==> src/chip_pkg.sv <==
`default_nettype none

package chip_pkg;

	localparam int NOTE_W = 6;      // note = octave*12 + semitone, 0..63
	localparam int VOL_W  = 4;      // envelope level and output sample
	localparam int PER_W  = 16;     // step length in prescaled ticks
	localparam int OFS_W  = 5;      // signed vibrato offset, +-8 max

	// wishbone word addresses
	localparam logic [1:0] REG_NOTE   = 2'd0;
	localparam logic [1:0] REG_FX     = 2'd1;
	localparam logic [1:0] REG_ENV    = 2'd2;
	localparam logic [1:0] REG_STATUS = 2'd3; // read only

	// effect select, FX[1:0]
	localparam logic [1:0] FX_NONE    = 2'd0;
	localparam logic [1:0] FX_PORTA   = 2'd1;
	localparam logic [1:0] FX_VIBRATO = 2'd2;
	localparam logic [1:0] FX_SLIDE   = 2'd3;

	// octave 0 step lengths, C .. B
	// one step is 1/8 of the square period
	localparam logic [PER_W-1:0] PERIOD_BASE [12] = '{
		16'd747, 16'd705, 16'd665, 16'd628, 16'd593, 16'd559,
		16'd528, 16'd498, 16'd470, 16'd444, 16'd419, 16'd395
	};

	// FX[7:4], read differently by slide than by porta/vibrato
	typedef union packed
	{
		struct packed
		{
			logic [1:0] depth;  // vibrato swing, (depth+1)*2 ticks
			logic [1:0] speed;  // frame ticks per step, minus one
		} rate;
		struct packed
		{
			logic       dir;    // 1 = slide up
			logic [2:0] step;   // frame ticks per semitone, minus one
		} slide;
	} fx_opt_u;

endpackage

`default_nettype wire

==> src/envelope_ctrl.sv <==
`timescale 1ns/10ps
`default_nettype none

module envelope_ctrl
#(
	parameter int TICK_DIV = 833_333   // clocks per frame tick
)
(
	input  wire                           clk50mhz,
	input  wire                           rst_n,
	input  wire  [1:0]                    attack,
	input  wire  [1:0]                    decay,
	input  wire  [2:0]                    length,
	input  wire                           key_on,
	output logic                          frame_tick,
	output logic [chip_pkg::VOL_W-1:0]    volume,
	output logic                          env_active
);

	localparam int CNT_W = (TICK_DIV > 1) ? $clog2(TICK_DIV) : 1;
	localparam logic [chip_pkg::VOL_W-1:0] VOL_MAX = '1;

	localparam logic [1:0] PH_IDLE = 2'd0;
	localparam logic [1:0] PH_ATK  = 2'd1;
	localparam logic [1:0] PH_HOLD = 2'd2;
	localparam logic [1:0] PH_DEC  = 2'd3;

	logic [CNT_W-1:0] div_cnt;
	logic [1:0]       phase;
	logic [1:0]       rate_cnt;   // ticks into the current attack/decay step
	logic [4:0]       hold_cnt;
	logic [4:0]       hold_len;

	assign hold_len = {length, 2'b00};  // length*4 ticks

	// free running from reset, key_on does not realign it
	always_ff @(posedge clk50mhz)
	begin
		if (!rst_n)
		begin
			div_cnt    <= '0;
			frame_tick <= 1'b0;
		end
		else if (div_cnt == CNT_W'(TICK_DIV - 1))
		begin
			div_cnt    <= '0;
			frame_tick <= 1'b1;
		end
		else
		begin
			div_cnt    <= div_cnt + 1'b1;
			frame_tick <= 1'b0;
		end
	end

	always_ff @(posedge clk50mhz)
	begin
		if (!rst_n)
		begin
			phase      <= PH_IDLE;
			volume     <= '0;
			env_active <= 1'b0;
			rate_cnt   <= 2'd0;
			hold_cnt   <= 5'd0;
		end
		else if (key_on)
		begin
			rate_cnt   <= 2'd0;
			hold_cnt   <= 5'd0;
			env_active <= 1'b1;
			if (attack == 2'd0)
			begin
				volume <= VOL_MAX;   // no attack, straight to full
				phase  <= PH_HOLD;
			end
			else
			begin
				volume <= '0;
				phase  <= PH_ATK;
			end
		end
		else if (frame_tick)
		begin
			case (phase)
				PH_ATK:
				begin
					if (rate_cnt + 2'd1 == attack)
					begin
						rate_cnt <= 2'd0;
						volume   <= volume + 1'b1;
						if (volume == VOL_MAX - 1'b1)
							phase <= PH_HOLD;
					end
					else
						rate_cnt <= rate_cnt + 2'd1;
				end
				PH_HOLD:
				begin
					// length 0 sustains until the next key_on
					if (length != 3'd0)
					begin
						if (hold_cnt + 5'd1 == hold_len)
						begin
							phase    <= PH_DEC;
							rate_cnt <= 2'd0;
						end
						else
							hold_cnt <= hold_cnt + 5'd1;
					end
				end
				PH_DEC:
				begin
					if (decay == 2'd0)
					begin
						volume     <= '0;   // hard cut
						env_active <= 1'b0;
						phase      <= PH_IDLE;
					end
					else if (rate_cnt + 2'd1 == decay)
					begin
						rate_cnt <= 2'd0;
						volume   <= volume - 1'b1;
						if (volume == chip_pkg::VOL_W'(1))
						begin
							env_active <= 1'b0;
							phase      <= PH_IDLE;
						end
					end
					else
						rate_cnt <= rate_cnt + 2'd1;
				end
				default: ;   // idle, wait for key_on
			endcase
		end
	end

endmodule

`default_nettype wire

==> src/note_fx.sv <==
`timescale 1ns/10ps
`default_nettype none

module note_fx
(
	input  wire                                   clk50mhz,
	input  wire                                   rst_n,
	input  wire  [chip_pkg::NOTE_W-1:0]           target_note,
	input  wire  [1:0]                            fx_sel,
	input  wire  chip_pkg::fx_opt_u               fx_opt,
	input  wire                                   frame_tick,
	input  wire                                   key_on,
	output logic [chip_pkg::NOTE_W-1:0]           play_note,
	output logic signed [chip_pkg::OFS_W-1:0]     period_offset
);

	localparam logic [chip_pkg::NOTE_W-1:0] NOTE_MAX = '1;  // 63

	logic [1:0]                      fx_sel_q;   // previous effect, for change detect
	logic [2:0]                      rate_cnt;   // frame ticks since last effect step
	logic [2:0]                      rate_lim;
	logic                            vib_up;     // next vibrato swing goes positive
	logic signed [chip_pkg::OFS_W-1:0] vib_amp;
	logic                            restart;

	assign restart = key_on | (fx_sel != fx_sel_q);

	// slide reads a 3 bit rate, the others a 2 bit speed
	assign rate_lim = (fx_sel == chip_pkg::FX_SLIDE) ? fx_opt.slide.step
	                                                 : {1'b0, fx_opt.rate.speed};

	// (depth+1)*2, always positive
	assign vib_amp = {1'b0, {1'b0, fx_opt.rate.depth} + 3'd1, 1'b0};

	always_ff @(posedge clk50mhz)
	begin
		if (!rst_n)
		begin
			fx_sel_q      <= chip_pkg::FX_NONE;
			rate_cnt      <= '0;
			vib_up        <= 1'b1;
			play_note     <= '0;
			period_offset <= '0;
		end
		else
		begin
			fx_sel_q <= fx_sel;
			if (restart)
			begin
				rate_cnt      <= '0;
				vib_up        <= 1'b1;
				period_offset <= '0;
				// porta retarget keeps the old pitch and glides from it
				if (fx_sel != chip_pkg::FX_PORTA || fx_sel != fx_sel_q)
					play_note <= target_note;
			end
			else if (frame_tick)
			begin
				if (rate_cnt < rate_lim)
					rate_cnt <= rate_cnt + 3'd1;   // not yet time for a step
				else
				begin
					rate_cnt <= '0;
					case (fx_sel)
						chip_pkg::FX_NONE:
						begin
							play_note     <= target_note;
							period_offset <= '0;
						end
						chip_pkg::FX_PORTA:
						begin
							if (play_note < target_note)
								play_note <= play_note + 1'b1;
							else if (play_note > target_note)
								play_note <= play_note - 1'b1;
						end
						chip_pkg::FX_VIBRATO:
						begin
							play_note     <= target_note;
							period_offset <= vib_up ? vib_amp : -vib_amp;  // swing around base
							vib_up        <= ~vib_up;
						end
						chip_pkg::FX_SLIDE:
						begin
							if (fx_opt.slide.dir)
							begin
								if (play_note != NOTE_MAX)
									play_note <= play_note + 1'b1;   // up, stops at 63
							end
							else if (play_note != '0)
								play_note <= play_note - 1'b1;       // down, stops at 0
						end
					endcase
				end
			end
		end
	end

endmodule

`default_nettype wire

==> src/sq_channel.sv <==
`timescale 1ns/10ps
`default_nettype none

module sq_channel
#(
	parameter int TICK_DIV = 833_333,  // ~60 Hz frame at 50 MHz
	parameter int PRESCALE = 512       // scales the period table to audio range
)
(
	input  wire                          clk50mhz,
	input  wire                          rst_n,
	input  wire                          wb_cyc,
	input  wire                          wb_stb,
	input  wire                          wb_we,
	input  wire  [1:0]                   wb_adr,
	input  wire  [7:0]                   wb_dat_w,
	output logic [7:0]                   wb_dat_r,
	output logic                         wb_ack,
	output logic [chip_pkg::VOL_W-1:0]   wave_out
);

	wire [chip_pkg::NOTE_W-1:0]        target_note;
	wire [1:0]                         fx_sel;
	wire chip_pkg::fx_opt_u            fx_opt;
	wire [1:0]                         duty;
	wire [1:0]                         attack;
	wire [1:0]                         decay;
	wire [2:0]                         length;
	wire                               key_on;     // pulse on each note write
	wire                               frame_tick;
	wire [chip_pkg::VOL_W-1:0]         volume;
	wire                               env_active;
	wire [chip_pkg::NOTE_W-1:0]        play_note;  // after effects
	wire signed [chip_pkg::OFS_W-1:0]  period_offset;

	sq_regs u_regs (
		.clk50mhz    (clk50mhz),
		.rst_n       (rst_n),
		.wb_cyc      (wb_cyc),
		.wb_stb      (wb_stb),
		.wb_we       (wb_we),
		.wb_adr      (wb_adr),
		.wb_dat_w    (wb_dat_w),
		.volume      (volume),
		.env_active  (env_active),
		.wb_dat_r    (wb_dat_r),
		.wb_ack      (wb_ack),
		.target_note (target_note),
		.fx_sel      (fx_sel),
		.fx_opt      (fx_opt),
		.duty        (duty),
		.attack      (attack),
		.decay       (decay),
		.length      (length),
		.key_on      (key_on)
	);

	envelope_ctrl #(.TICK_DIV(TICK_DIV)) u_env (
		.clk50mhz   (clk50mhz),
		.rst_n      (rst_n),
		.attack     (attack),
		.decay      (decay),
		.length     (length),
		.key_on     (key_on),
		.frame_tick (frame_tick),
		.volume     (volume),
		.env_active (env_active)
	);

	note_fx u_fx (
		.clk50mhz      (clk50mhz),
		.rst_n         (rst_n),
		.target_note   (target_note),
		.fx_sel        (fx_sel),
		.fx_opt        (fx_opt),
		.frame_tick    (frame_tick),
		.key_on        (key_on),
		.play_note     (play_note),
		.period_offset (period_offset)
	);

	tone_gen #(.PRESCALE(PRESCALE)) u_tone (
		.clk50mhz      (clk50mhz),
		.rst_n         (rst_n),
		.play_note     (play_note),
		.period_offset (period_offset),
		.duty          (duty),
		.volume        (volume),
		.wave_out      (wave_out)
	);

endmodule

`default_nettype wire

==> src/sq_regs.sv <==
`timescale 1ns/10ps
`default_nettype none

module sq_regs
(
	input  wire                            clk50mhz,
	input  wire                            rst_n,
	input  wire                            wb_cyc,
	input  wire                            wb_stb,
	input  wire                            wb_we,
	input  wire  [1:0]                     wb_adr,
	input  wire  [7:0]                     wb_dat_w,
	input  wire  [chip_pkg::VOL_W-1:0]     volume,
	input  wire                            env_active,
	output logic [7:0]                     wb_dat_r,
	output logic                           wb_ack,
	output logic [chip_pkg::NOTE_W-1:0]    target_note,
	output logic [1:0]                     fx_sel,
	output chip_pkg::fx_opt_u              fx_opt,
	output logic [1:0]                     duty,
	output logic [1:0]                     attack,
	output logic [1:0]                     decay,
	output logic [2:0]                     length,
	output logic                           key_on
);

	logic [chip_pkg::NOTE_W-1:0] note_r;
	logic [7:0]                  fx_r;     // opt | duty | sel
	logic [6:0]                  env_r;    // length | decay | attack
	logic                        req;
	logic                        wr_en;

	assign req   = wb_cyc & wb_stb & ~wb_ack;  // new cycle, not acked yet
	assign wr_en = req & wb_we;

	always_ff @(posedge clk50mhz)
	begin
		if (!rst_n)
		begin
			wb_ack <= 1'b0;
			key_on <= 1'b0;
			note_r <= '0;
			fx_r   <= '0;
			env_r  <= '0;
		end
		else
		begin
			wb_ack <= req;   // single cycle ack, drops while host still holds stb
			key_on <= wr_en && (wb_adr == chip_pkg::REG_NOTE);  // every note write retriggers
			if (wr_en)
			begin
				case (wb_adr)
					chip_pkg::REG_NOTE: note_r <= wb_dat_w[chip_pkg::NOTE_W-1:0];
					chip_pkg::REG_FX:   fx_r   <= wb_dat_w;
					chip_pkg::REG_ENV:  env_r  <= wb_dat_w[6:0];
					default:            ;   // status ignores writes
				endcase
			end
		end
	end

	// host holds adr until ack so a plain mux is stable for the ack cycle
	always_comb
	begin
		case (wb_adr)
			chip_pkg::REG_NOTE: wb_dat_r = {2'b00, note_r};
			chip_pkg::REG_FX:   wb_dat_r = fx_r;
			chip_pkg::REG_ENV:  wb_dat_r = {1'b0, env_r};
			default:            wb_dat_r = {env_active, 3'b000, volume};  // live status
		endcase
	end

	assign target_note = note_r;
	assign fx_sel      = fx_r[1:0];
	assign duty        = fx_r[3:2];
	assign fx_opt      = fx_r[7:4];
	assign attack      = env_r[1:0];
	assign decay       = env_r[3:2];
	assign length      = env_r[6:4];

endmodule

`default_nettype wire

==> src/tone_gen.sv <==
`timescale 1ns/10ps
`default_nettype none

module tone_gen
#(
	parameter int PRESCALE = 512   // clocks per step counter tick
)
(
	input  wire                                clk50mhz,
	input  wire                                rst_n,
	input  wire  [chip_pkg::NOTE_W-1:0]        play_note,
	input  wire  signed [chip_pkg::OFS_W-1:0]  period_offset,
	input  wire  [1:0]                         duty,
	input  wire  [chip_pkg::VOL_W-1:0]         volume,
	output logic [chip_pkg::VOL_W-1:0]         wave_out
);

	localparam int PRE_W = (PRESCALE > 1) ? $clog2(PRESCALE) : 1;

	logic [PRE_W-1:0]              pre_cnt;
	logic                          pre_tick;
	logic [chip_pkg::NOTE_W-1:0]   rem;        // note minus whole octaves
	logic [2:0]                    octave;
	logic [3:0]                    semitone;
	logic [chip_pkg::PER_W-1:0]    base_per;
	logic [chip_pkg::PER_W-1:0]    step_len;   // next step length
	logic [chip_pkg::PER_W-1:0]    cur_len;    // length of the running step
	logic [chip_pkg::PER_W-1:0]    step_cnt;
	logic [2:0]                    step_idx;   // 8 step sequencer position
	logic [3:0]                    duty_thr;   // steps held high

	// note / 12 by subtraction, 63 needs at most 5 rounds
	always_comb
	begin
		rem    = play_note;
		octave = 3'd0;
		for (int i = 0; i < 5; i++)
		begin
			if (rem >= chip_pkg::NOTE_W'(12))
			begin
				rem    = rem - chip_pkg::NOTE_W'(12);
				octave = octave + 3'd1;
			end
		end
	end

	assign semitone = rem[3:0];
	assign base_per = chip_pkg::PERIOD_BASE[semitone];
	// each octave halves the step, then the signed vibrato offset
	assign step_len = (base_per >> octave)
		+ {{(chip_pkg::PER_W-chip_pkg::OFS_W){period_offset[chip_pkg::OFS_W-1]}}, period_offset};

	assign pre_tick = (pre_cnt == PRE_W'(PRESCALE - 1));

	always_ff @(posedge clk50mhz)
	begin
		if (!rst_n)
			pre_cnt <= '0;
		else if (pre_tick)
			pre_cnt <= '0;
		else
			pre_cnt <= pre_cnt + 1'b1;
	end

	always_ff @(posedge clk50mhz)
	begin
		if (!rst_n)
		begin
			step_cnt <= '0;
			cur_len  <= '0;
			step_idx <= 3'd0;
		end
		else if (pre_tick)
		begin
			if (step_cnt + 1'b1 >= cur_len)
			begin
				step_cnt <= '0;
				cur_len  <= step_len;    // pitch changes land on a step boundary
				step_idx <= step_idx + 3'd1;
			end
			else
				step_cnt <= step_cnt + 1'b1;
		end
	end

	always_comb
	begin
		case (duty)
			2'd0:    duty_thr = 4'd1;  // 12.5%
			2'd1:    duty_thr = 4'd2;  // 25%
			2'd2:    duty_thr = 4'd4;  // 50%
			default: duty_thr = 4'd6;  // 75%
		endcase
	end

	// level follows the envelope directly, no extra delay
	assign wave_out = ({1'b0, step_idx} < duty_thr) ? volume : '0;

endmodule

`default_nettype wire
==> config.mk <==
export PLATFORM = sky130hd
export DESIGN_NAME = sq_channel
export DESIGN_NICKNAME = d
export VERILOG_FILES = /design/src/chip_pkg.sv /design/src/envelope_ctrl.sv /design/src/note_fx.sv /design/src/sq_channel.sv /design/src/sq_regs.sv /design/src/tone_gen.sv
export SDC_FILE = /design/constraint.sdc
export NUM_CORES = 1
export LEC_CHECK = 0
export BUFFER_PORTS_ARGS = -buffer_cell sky130_fd_sc_hd__buf_4
export CORE_MARGIN = 5
export CORE_UTILIZATION = 40
export CTS_CLUSTER_DIAMETER = 150
export DETAILED_ROUTE_END_ITERATION = 8
export GPL_TIMING_DRIVEN = 0
export PLACE_DENSITY = 0.55
export SYNTH_ARGS = -nofsm -noshare
export SYNTH_HDL_FRONTEND = slang
export SYNTH_SLANG_ARGS = --single-unit
==> constraint.sdc <==
create_clock -name clk50mhz -period 15.1 [get_ports clk50mhz]
set_input_delay 0 -clock clk50mhz [delete_from_list [all_inputs] [get_ports clk50mhz]]
set_output_delay 0 -clock clk50mhz [all_outputs]
set_load 0.02 [all_outputs]
Word level (Yosys, flattened, before mapping)
Memory sizes are Yosys's and may differ from the RTL's.
Index checks and enable logic that the tools add are counted.
{ "totals": {"mem_bits_rw": 0, "reg_bits": 119, "input_bits": 15, "n_memories": 1, "mem_bits_ro": 256, "latch_bits": 0} }
{ "op_classes": {"order_cmp": 11, "shift": 1, "div_mod_pow": 0, "n_reduce_logical": 35, "multipliers": 0, "eq_ne": 34, "add_sub_neg": 23, "muxes": 61, "bitwise_logic": 10} }
{ "mem_list": {"columns": ["memory", "depth", "width", "rd", "rd_clocked_by_memory_dff", "wr", "line_no", "rtl"], "rows": [
  ["(no name shown)", 16, 16, 1, 0, 0, "tone_gen.sv:48", "assign base_per = chip_pkg::PERIOD_BASE[semitone];"]
]} }
{ "ops": {"columns": ["cell", "count"], "rows": [
  ["$mux W6", 13],
  ["$mux W16", 3],
  ["$mux W4", 8],
  ["$ge A6 B4 Y1 const B", 5],
  ["$mux W2", 15],
  ["$pmux W8 S3", 1],
  ["$sub A6 B4 Y6 const B", 4],
  ["$add A20 B1 Y20 const B", 1],
  ["$eq A20 B20 Y1 const B", 1],
  ["$mux W3", 6],
  ["$pmux W6 S3", 1],
  ["$add A16 B1 Y16 const B", 1],
  ["$add A16 B16 Y16", 1],
  ["$ge A16 B16 Y1", 1],
  ["$shr A16 B3 Y16", 1],
  ["$add A3 B1 Y3 const B", 5],
  ["$reduce_bool A3 Y1", 5],
  ["$eq A2 B2 Y1 const B", 6],
  ["$ne A3 B2 Y1 const B", 4],
  ["$pmux W2 S3", 2],
  ["$reduce_and A4 Y1", 3],
  ["$logic_not A2 Y1", 5],
  ["$pmux W5 S2", 1],
  ["$reduce_or A2 Y1", 5],
  ["other kinds (46)", 77]
]} }

Longest topological paths before layout
Gate-level depths: netlist of run 1.
{ "depth": {"depth_word": 16, "ltp_mapped": 42, "ltp_nobuf": 38} }

By module
A second synthesis of run 1 with hierarchy kept.
{ "unflattened": {"cells_unflattened": 1098, "area_unflattened_um2": 8984.9} }
{ "modules_own_cells": {"columns": ["module", "area_each_um2", "seq_area_each_um2", "instances", "cells_each"], "rows": [
  ["tone_gen", 4473.0, 880.8, 1, 559],
  ["envelope_ctrl", 2021.9, 700.7, 1, 246],
  ["note_fx", 1441.4, 320.3, 1, 188],
  ["sq_regs", 1048.5, 460.4, 1, 105]
]} }

Worst setup path after synthesis of run 1
No wires, ideal clock.
{ "synth_path": {"path_kind": "reg2reg", "startpoint": "register u_fx.play_note[2] (netlist name)", "endpoint": "register u_tone.cur_len[10] (netlist name)", "t_arrival_ns": 8.492, "path_slack_ns": 6.481, "path_stages_with_launch": 41, "n_path_buf": 5, "synth_period_minus_slack_ns": 8.619, "setup_ns": 0.128, "cell_sequence": "dfxtp_1 > clkbuf_1 > inv_1 > ha_1 > mux2_4 > ha_1 > buf_2 > or3_4 > and2_1 > ha_1 > a21oi_1 > nand3_1 > a211o_1 > buf_2 > mux2_2 > ha_1 > a221oi_4 > mux2_2 > [5 not listed] > nand2_1 > xor2_1 > mux2i_1 > o22ai_1 > o22ai_1 > ha_1 > a21o_1 > a21oi_1 > o21bai_1 > a21oi_1 > o21bai_1 > a21oi_1 > nand2b_1 > a21oi_1 > nor2_1 > xnor2_1 > mux2i_1 > nor2_1"} }
{ "synth_via": {"elab_chain_cells": 16, "word_cells_on_any_way": 30, "cone_classes": "10 x add/sub; 5 x order compare; 1 x shift; 12 x mux; 1 x bitwise; 1 x memory"} }
{ "synth_rtl": {"columns": ["element", "line_no", "rtl"], "rows": [
  ["from (decl)", "note_fx.sv:13", "output logic [chip_pkg::NOTE_W-1:0] play_note,"],
  ["from (signal assigned)", "note_fx.sv:55", "play_note <= target_note;"],
  ["from (signal assigned)", "note_fx.sv:67", "play_note <= target_note;"],
  ["from (signal assigned)", "note_fx.sv:73", "play_note <= play_note + 1'b1;"],
  ["$sub A6 B4 Y6 / $ge A6 B4 Y1 (equally long branches)", "tone_gen.sv:41, tone_gen.sv:39", null],
  ["$mux W6", "tone_gen.sv:39", "if (rem >= chip_pkg::NOTE_W'(12))"],
  ["$sub A6 B4 Y6 / $ge A6 B4 Y1 (equally long branches)", "tone_gen.sv:41, tone_gen.sv:39", null],
  ["$mux W6", "tone_gen.sv:39", null],
  ["$sub A6 B4 Y6 / $ge A6 B4 Y1 (equally long branches)", "tone_gen.sv:41, tone_gen.sv:39", null],
  ["$mux W6", "tone_gen.sv:39", null],
  ["$sub A6 B4 Y6 / $ge A6 B4 Y1 (equally long branches)", "tone_gen.sv:41, tone_gen.sv:39", null],
  ["$mux W6", "tone_gen.sv:39", null],
  ["$ge A6 B4 Y1 / $sub A4 B4 Y4 (equally long branches)", "tone_gen.sv:39, tone_gen.sv:41", null],
  ["$mux W4", "tone_gen.sv:39", null],
  ["$not A4 Y5 (implied by the code)", "tone_gen.sv:48", null],
  ["$mem_v2 Z16 W16", null, null],
  ["$mux W16 (implied by the code) (2 in series)", "tone_gen.sv:48", null],
  ["$shr A16 B3 Y16 (*)", "tone_gen.sv:50", "assign step_len = (base_per >> octave)"],
  ["$add A16 B16 Y16 (*)", "tone_gen.sv:51", "+ {{(chip_pkg::PER_W-chip_pkg::OFS_W){period_offset[chip_pkg::OFS_W-1]}}, period_offset};"],
  ["to (signal assigned)", "tone_gen.sv:78", "cur_len <= step_len;"],
  ["to (decl)", "tone_gen.sv:27", "logic [chip_pkg::PER_W-1:0] cur_len;"]
]} }
Mark *: on every way between the ends. The rest lies on a longest branch, timed or not. The select of a mux whose other input is x is not followed.
A chain may end at the register's enable or synchronous reset.

Worst setup path in the final report of run 1
{ "layout_path": {"startpoint": "register u_fx.play_note[2] (netlist name)", "endpoint": "register u_tone.cur_len[11] (netlist name)"} }
The elaborated chain is that of the path after synthesis.

==> qor.yml, run 1 <==
areaGrowthSynthToFinish_pct: 15.3
endpoint_kind: "flop"
clk_pin_slew_worst_paths_ns: 0.05
postCtsHoldBufs: 10
crit_buf_inv: 7
synth-edff-count: 0
post_drt_wl_per_cell_um: 14.6
die-width_um: 154
critPathKind: "flop to flop"
vias_per_cell: 5.32
wl_met1_um: 10000
synth_cell_types: 83
final_util_pct: 47.1
ys_warn_count: 0
cts_made_buffers: 17
top_layer_used: "met4"
core_area_um2: 20300
syn_area_um2: 8290
finalCritPeriodShare_pct: 66.3
worst_hold_path_type: "primary input to flop"
seq_area_um2: 2360
worstSetupPathDepth: 40
ant_nets: 0
clock_path_buffers: 2
finalMaxSlewViolations: 0
multi_input_area_um2: 5500
ys_ff_latch: 118
antenna_found_initial: 0
drive_above_1_share_pct: 9.10
postSynthAreaPerCell_um2: 8.13
grt_pass1_vias: 6771
rows: 52
syn_inst: 1020
path_max_fanout: 10
final_net_count: 1157
yosysSeqAreaShare_pct: 28.5
clock-sinks: 118
critPathTopFamily: "compound AO/OA/AOI/OAI gates"
critical_path_arrival_ns: 10.35
synthFlopType: "dfxtp_1"
wl_met3_um: 667
cts.htree.levels: 4
r2r-end: "u_tone.cur_len[11]"
met2_length_um: 8970
routed_wl_um: 19800
die-height_um: 154
port_buffers: 26
syn-num-nets: 1102
power_w: 0.000781
period_minus_slack_ns: 10.00
critPathLaunchType: "flop"
overflow: 0
cts-root-buf: "clkbuf_16"
leakage_nw: 3.78
drc_errors: 0
r2r_start: "u_fx.play_note[2]"
cp.required_ns: 15.44
vias: 7220
cpPeakStageDelay_ns: 0.51
path_common_cell: "ha_1"
cts.repair.resized: 0
cts_tree: "done"
holdWs_ns: 0.162
cts_setup_buffers: 0
max_slew_margin_pct: 49.3
grt_pass1_wl_um: 33400
peakVddDrop_v: 0.0000639
regToRegSetupSlack_ns: 5.10
fillers: 2053
grt_max_degree: 17
r2r_cells: 40
drt-initial-drc-count: 387
first_pass_iters: 4
start_util_pct: 40.9
crit_end: "u_tone.cur_len[11]"
dp_hpwl_um: 14900
critPathLaunch: "u_fx.play_note[2]"
ioPinCount: 28
clkLatencyLatePin_ns: 0.42
powerDensity_nw_per_um2: 81.7
die-area_um2: 23700
max_freq_ghz: 0.100
tightest_slew_ns: 0.758
rsz0062_at_grt: "false"
diodes: 0
grt_usage_pct: 16.7
critPathSlowestCell: "dfxtp_1"
gp_congestion: 0.815
setup_tns_ns: 0
maxCapViolCount: 0
status: "completed"
fin_skew_ns: 0.0152
hold_viol: 0
ys_async_sr_fraction_pct: 0
setup_violations: 0
==> Yosys cell counts (all sizes together) (31+ instances only) <==
cell type | instances | area share [%]
dfxtp | 118 | 28
xor2 | 31 | 3.5
a21oi | 63 | 3.8
nor2 | 139 | 6.3
clkbuf | 36 | 1.6
o21ai | 45 | 2.7
mux2i | 39 | 4.7
xnor2 | 44 | 4.6
ha | 66 | 10
inv | 61 | 2.8
nand2 | 64 | 2.9
nand3 | 38 | 2.3
==> metal layers <==
layer	GRT usage (%)	vias up
met1	23.6	3350
met4	4.21	0
met5	0	-
met2	26.2	117
li1	-	3738
met3	3.09	15
==> metrics by stage <==
stage,setup slack [ns],instances,area [µm²]
2_1_floorplan,6.48,1020,8290
3_3_place_gp,5.12,1316,8830
3_5_place_dp,5.11,1316,8830
4_1_cts,5.07,1358,9560
5_1_grt,4.20,1358,9560
6_report,5.10,1358,9560
==> how the worst min path moves through the flow <==
stage	slack (ns)	depth (start not counted)	startpoint	endpoint
finish	0.16	2	rst_n	u_env.phase[1]
detailed placement	0.25	3	wb_dat_w[7]	u_regs.fx_r[7]
floorplan	0.14	2	wb_stb	u_regs.wb_ack
CTS	0.16	2	rst_n	u_env.phase[1]
global route	0.19	2	rst_n	u_env.phase[1]
global placement	0.24	3	wb_dat_w[7]	u_regs.fx_r[7]
==> state kept, by name (all words and copies together), names as in the netlist, 2 cells and up <==
register,flops
u_env.volume,4
u_env.div_cnt,20
u_regs.env_r,7
u_regs.target_note,6
u_tone.pre_cnt,9
u_tone.step_cnt,16
u_env.phase,2
u_tone.cur_len,16
u_fx.fx_sel_q,2
u_fx.play_note,6
u_fx.period_offset,4
u_tone.step_idx,3
u_env.hold_cnt,5
u_regs.fx_r,8
u_env.rate_cnt,2
u_fx.rate_cnt,3
==> cell usage in the layout, fill, tap and decap left out, types with 27 or more instances in the layout <==
cell,Yosys,layout
ha_1,66,66
dfxtp_1,118,118
nor2_1,139,139
nand3_1,38,38
o21ai_0,44,44
clkbuf_1,36,37
mux2i_1,39,39
xor2_1,30,30
a21oi_1,62,62
inv_1,60,60
nand2_1,64,64
xnor2_1,44,44
buf_4,1,27
==> power by group <==
part           leakage (nW)  internal (W)  switching, W   total, W
logic                  2.52     0.0000142     0.0000206  0.0000349
clock network         0.306      0.000284      0.000145   0.000429
registers             0.952      0.000314    0.00000275   0.000317
==> kinds of logic (layout without fill, tap and decap cells) <==
kind of cell / count (synthesis) / after routing / synth area share (%)
adder cells (fa/ha/maj): 67 / 67 / 10.2
AO/OA/AOI/OAI: 224 / 224 / 18.6
AND/OR/NAND/NOR: 373 / 373 / 22.1
flip-flops: 118 / 118 / 28.5
XOR/XNOR: 75 / 75 / 8.15
buffers and inverters: 110 / 178 / 5.26
multiplexers: 53 / 53 / 7.24
==> final cells by class <==
type / instances / share of cell area [%]
multi-input cells: 792 / 57.5
flip-flops and latches: 118 / 24.7
clock buffers: 20 / 4.78
well taps: 270 / 3.53
repair buffers: 36 / 3.09
inverters: 61 / 2.42
plain buffers: 49 / 2.15
clock inverters: 12 / 1.85
Note: power is estimated with default switching activity, not from simulation.
==> run 2, diff against run 1 <==
Settings changed: PLACE_DENSITY 0.55 to 0.58.
Clock period 15.1 ns to 8.6 ns, I/O delays scaled along.
==> run 2 against run 1 <==
Effect of this change:
- sequential power is 75% higher
- combinational power increased by 81%
- largest cell class unchanged
- non-clock buffer count up 13
- hold slack improved by 0.0013 ns
- fmax up 22%
- critical path type unchanged
- die area stayed put
- clock skew down 0.0092 ns
==> qor.yml, run 2 (synthesis results as in run 1) <==
r2r-end: "u_tone.cur_len[10]"  # was u_tone.cur_len[11]
setup_violations: 0  # unchanged
final_net_count: 1170  # was 1157
instances_no_fill: 1368  # was 1358
layout_common_cells: "nor2_1, dfxtp_1, nand2_1, ha_1, inv_1"  # was nor2_1, dfxtp_1, ha_1, nand2_1, a21oi_1
setup_tns_ns: 0  # unchanged
power_w: 0.00127  # was 0.000781 W
peakVddDrop_v: 0.000130  # was 0.0000639 V
largest-register: "u_env.div_cnt"  # unchanged
critical_path_arrival_ns: 8.50  # was 10.35 ns
endpoint_kind: "flop"  # unchanged
critPathLaunch: "u_fx.play_note[2]"  # unchanged
worstSetupPathDepth: 40  # unchanged
dp_slack_ns: -1.28  # was 5.11 ns
die-height_um: 154  # unchanged
areaGrowthSynthToFinish_pct: 18.7  # was 15.3%
status: "completed"  # unchanged
path_max_fanout: 10  # unchanged
clk_pin_slew_worst_paths_ns: 0.05  # about the same
die-area_um2: 23700  # unchanged
cts_made_buffers: 17  # unchanged
critPathLaunchType: "flop"  # unchanged
dp_cells: 1316  # unchanged
core_area_um2: 20300  # unchanged
ant_nets: 0  # unchanged
first_pass_iters: 5  # was 4
clkLatencyLatePin_ns: 0.41  # was 0.42 ns
clock-sinks: 118  # unchanged
port_buffers: 26  # unchanged
r2r_start: "u_fx.play_note[2]"  # unchanged
start_util_pct: 40.9  # unchanged
ioPinCount: 28  # unchanged
grt_max_degree: 17  # unchanged
drive_above_1_share_pct: 13.2  # was 9.10%
cp.required_ns: 8.88  # was 15.44 ns
post_drt_wl_per_cell_um: 14.6  # about the same
cts-root-buf: "clkbuf_16"  # unchanged
grt_usage_pct: 16.8  # was 16.7%
antenna_found_initial: 0  # unchanged
largest_register_ffs: 20  # unchanged
finalMaxSlewViolations: 0  # unchanged
vias: 7350  # was 7220
overflow: 0  # unchanged
holdWs_ns: 0.164  # was 0.162 ns
worst_hold_path_type: "primary input to flop"  # unchanged
routed_wl_um: 20000  # was 19800 µm
grt_pass1_vias: 6808  # was 6771
tightest_slew_ns: 0.758  # about the same
die-width_um: 154  # unchanged
leakage_nw: 3.84  # was 3.78 nW
top_regs: "u_env.div_cnt x20, u_tone.cur_len x16, u_tone.step_cnt x16"  # unchanged
drt-initial-drc-count: 461  # was 387
critPathTopFamily: "compound AO/OA/AOI/OAI gates"  # unchanged
grt_pass1_wl_um: 33700  # was 33400 µm
path_common_cell: "a21oi_2"  # was ha_1
max_freq_ghz: 0.122  # was 0.100 GHz
cts.htree.levels: 4  # unchanged
gp_congestion: 0.890  # was 0.815
max_slew_margin_pct: 49.1  # was 49.3%
critPathSlowestCell: "or3_4"  # was dfxtp_1
r2r_cells: 40  # unchanged
cts_tree: "done"  # unchanged
cpPeakStageDelay_ns: 0.41  # was 0.51 ns
powerDensity_nw_per_um2: 129  # was 81.7 nW/µm²
drc_errors: 0  # unchanged
finalCritPeriodShare_pct: 95.6  # was 66.3%
rows: 52  # unchanged
critPathKind: "flop to flop"  # unchanged
fin_ws_ns: 0.382  # was 5.10 ns
diodes: 0  # unchanged
final_common_cell: "nor2_1"  # unchanged
hold_viol: 0  # unchanged
regToRegSetupSlack_ns: 0.38  # was 5.10 ns
clock_path_buffers: 2  # unchanged
maxCapViolCount: 0  # unchanged
dp_hpwl_um: 14600  # was 14900 µm
period_minus_slack_ns: 8.22  # was 10.00 ns
vias_per_cell: 5.37  # was 5.32
fin_skew_ns: 0.00599  # was 0.0152 ns
crit_end: "u_tone.cur_len[10]"  # was u_tone.cur_len[11]
crit_buf_inv: 6  # was 7
worstHoldStart: "rst_n"  # unchanged
## run 2: report_power, final
group	internal (W)	total (W)	switching [W]
clock	0.000413	0.000654	0.000241
combinational	0.0000262	0.0000631	0.0000369
sequential	0.000551	0.000556	0.00000476
total	0.000990	0.00127	0.000283
## run 2: how the worst min path moves through the flow
stage | end | slack [ns] | cells past startpoint
2_1_floorplan | u_regs.wb_ack | 0.14 | 2
3_3_place_gp | u_regs.fx_r[7] | 0.24 | 3
3_5_place_dp | u_regs.fx_r[7] | 0.25 | 3
4_1_cts | u_env.phase[1] | 0.16 | 2
5_1_grt | u_env.phase[1] | 0.17 | 2
6_report | u_env.phase[1] | 0.16 | 2
## run 2: repair_timing
item	in CTS	in global routing
buffers inserted	9	5
gates resized for setup	31	29
gates cloned	0	0
setup endpoints to repair	14	9
pin swaps	7	14
endpoints found under the hold margin	22	0
hold buffers	10	0
## run 2: through the flow
step / util (%) / instance area, µm²
after global placement: 43.5 / 8830
after global routing: 48.5 / 9840
final: 48.5 / 9840
after CTS: 47.8 / 9710
after floorplan: - / 8300
after detailed placement: 43.5 / 8830
## run 2: layout make-up
cell class	instances	area [µm²]
plain buffers	48	224
clock buffers	21	470
clock inverters	8	77.6
fillers	1995	10500
inverters	61	231
multi-input cells	792	5720
flip-flops and latches	118	2370
well taps	270	338
repair buffers	50	413
## run 2: metal layers
metal  up-vias  routed length [µm]  global-route usage (%)
met4         0                 265                    4.75
met1      3429                9840                    23.4
met5         -                   0                       0
met3        27                 742                    3.49
met2       134                9180                    26.4
li1       3760                   -                       -
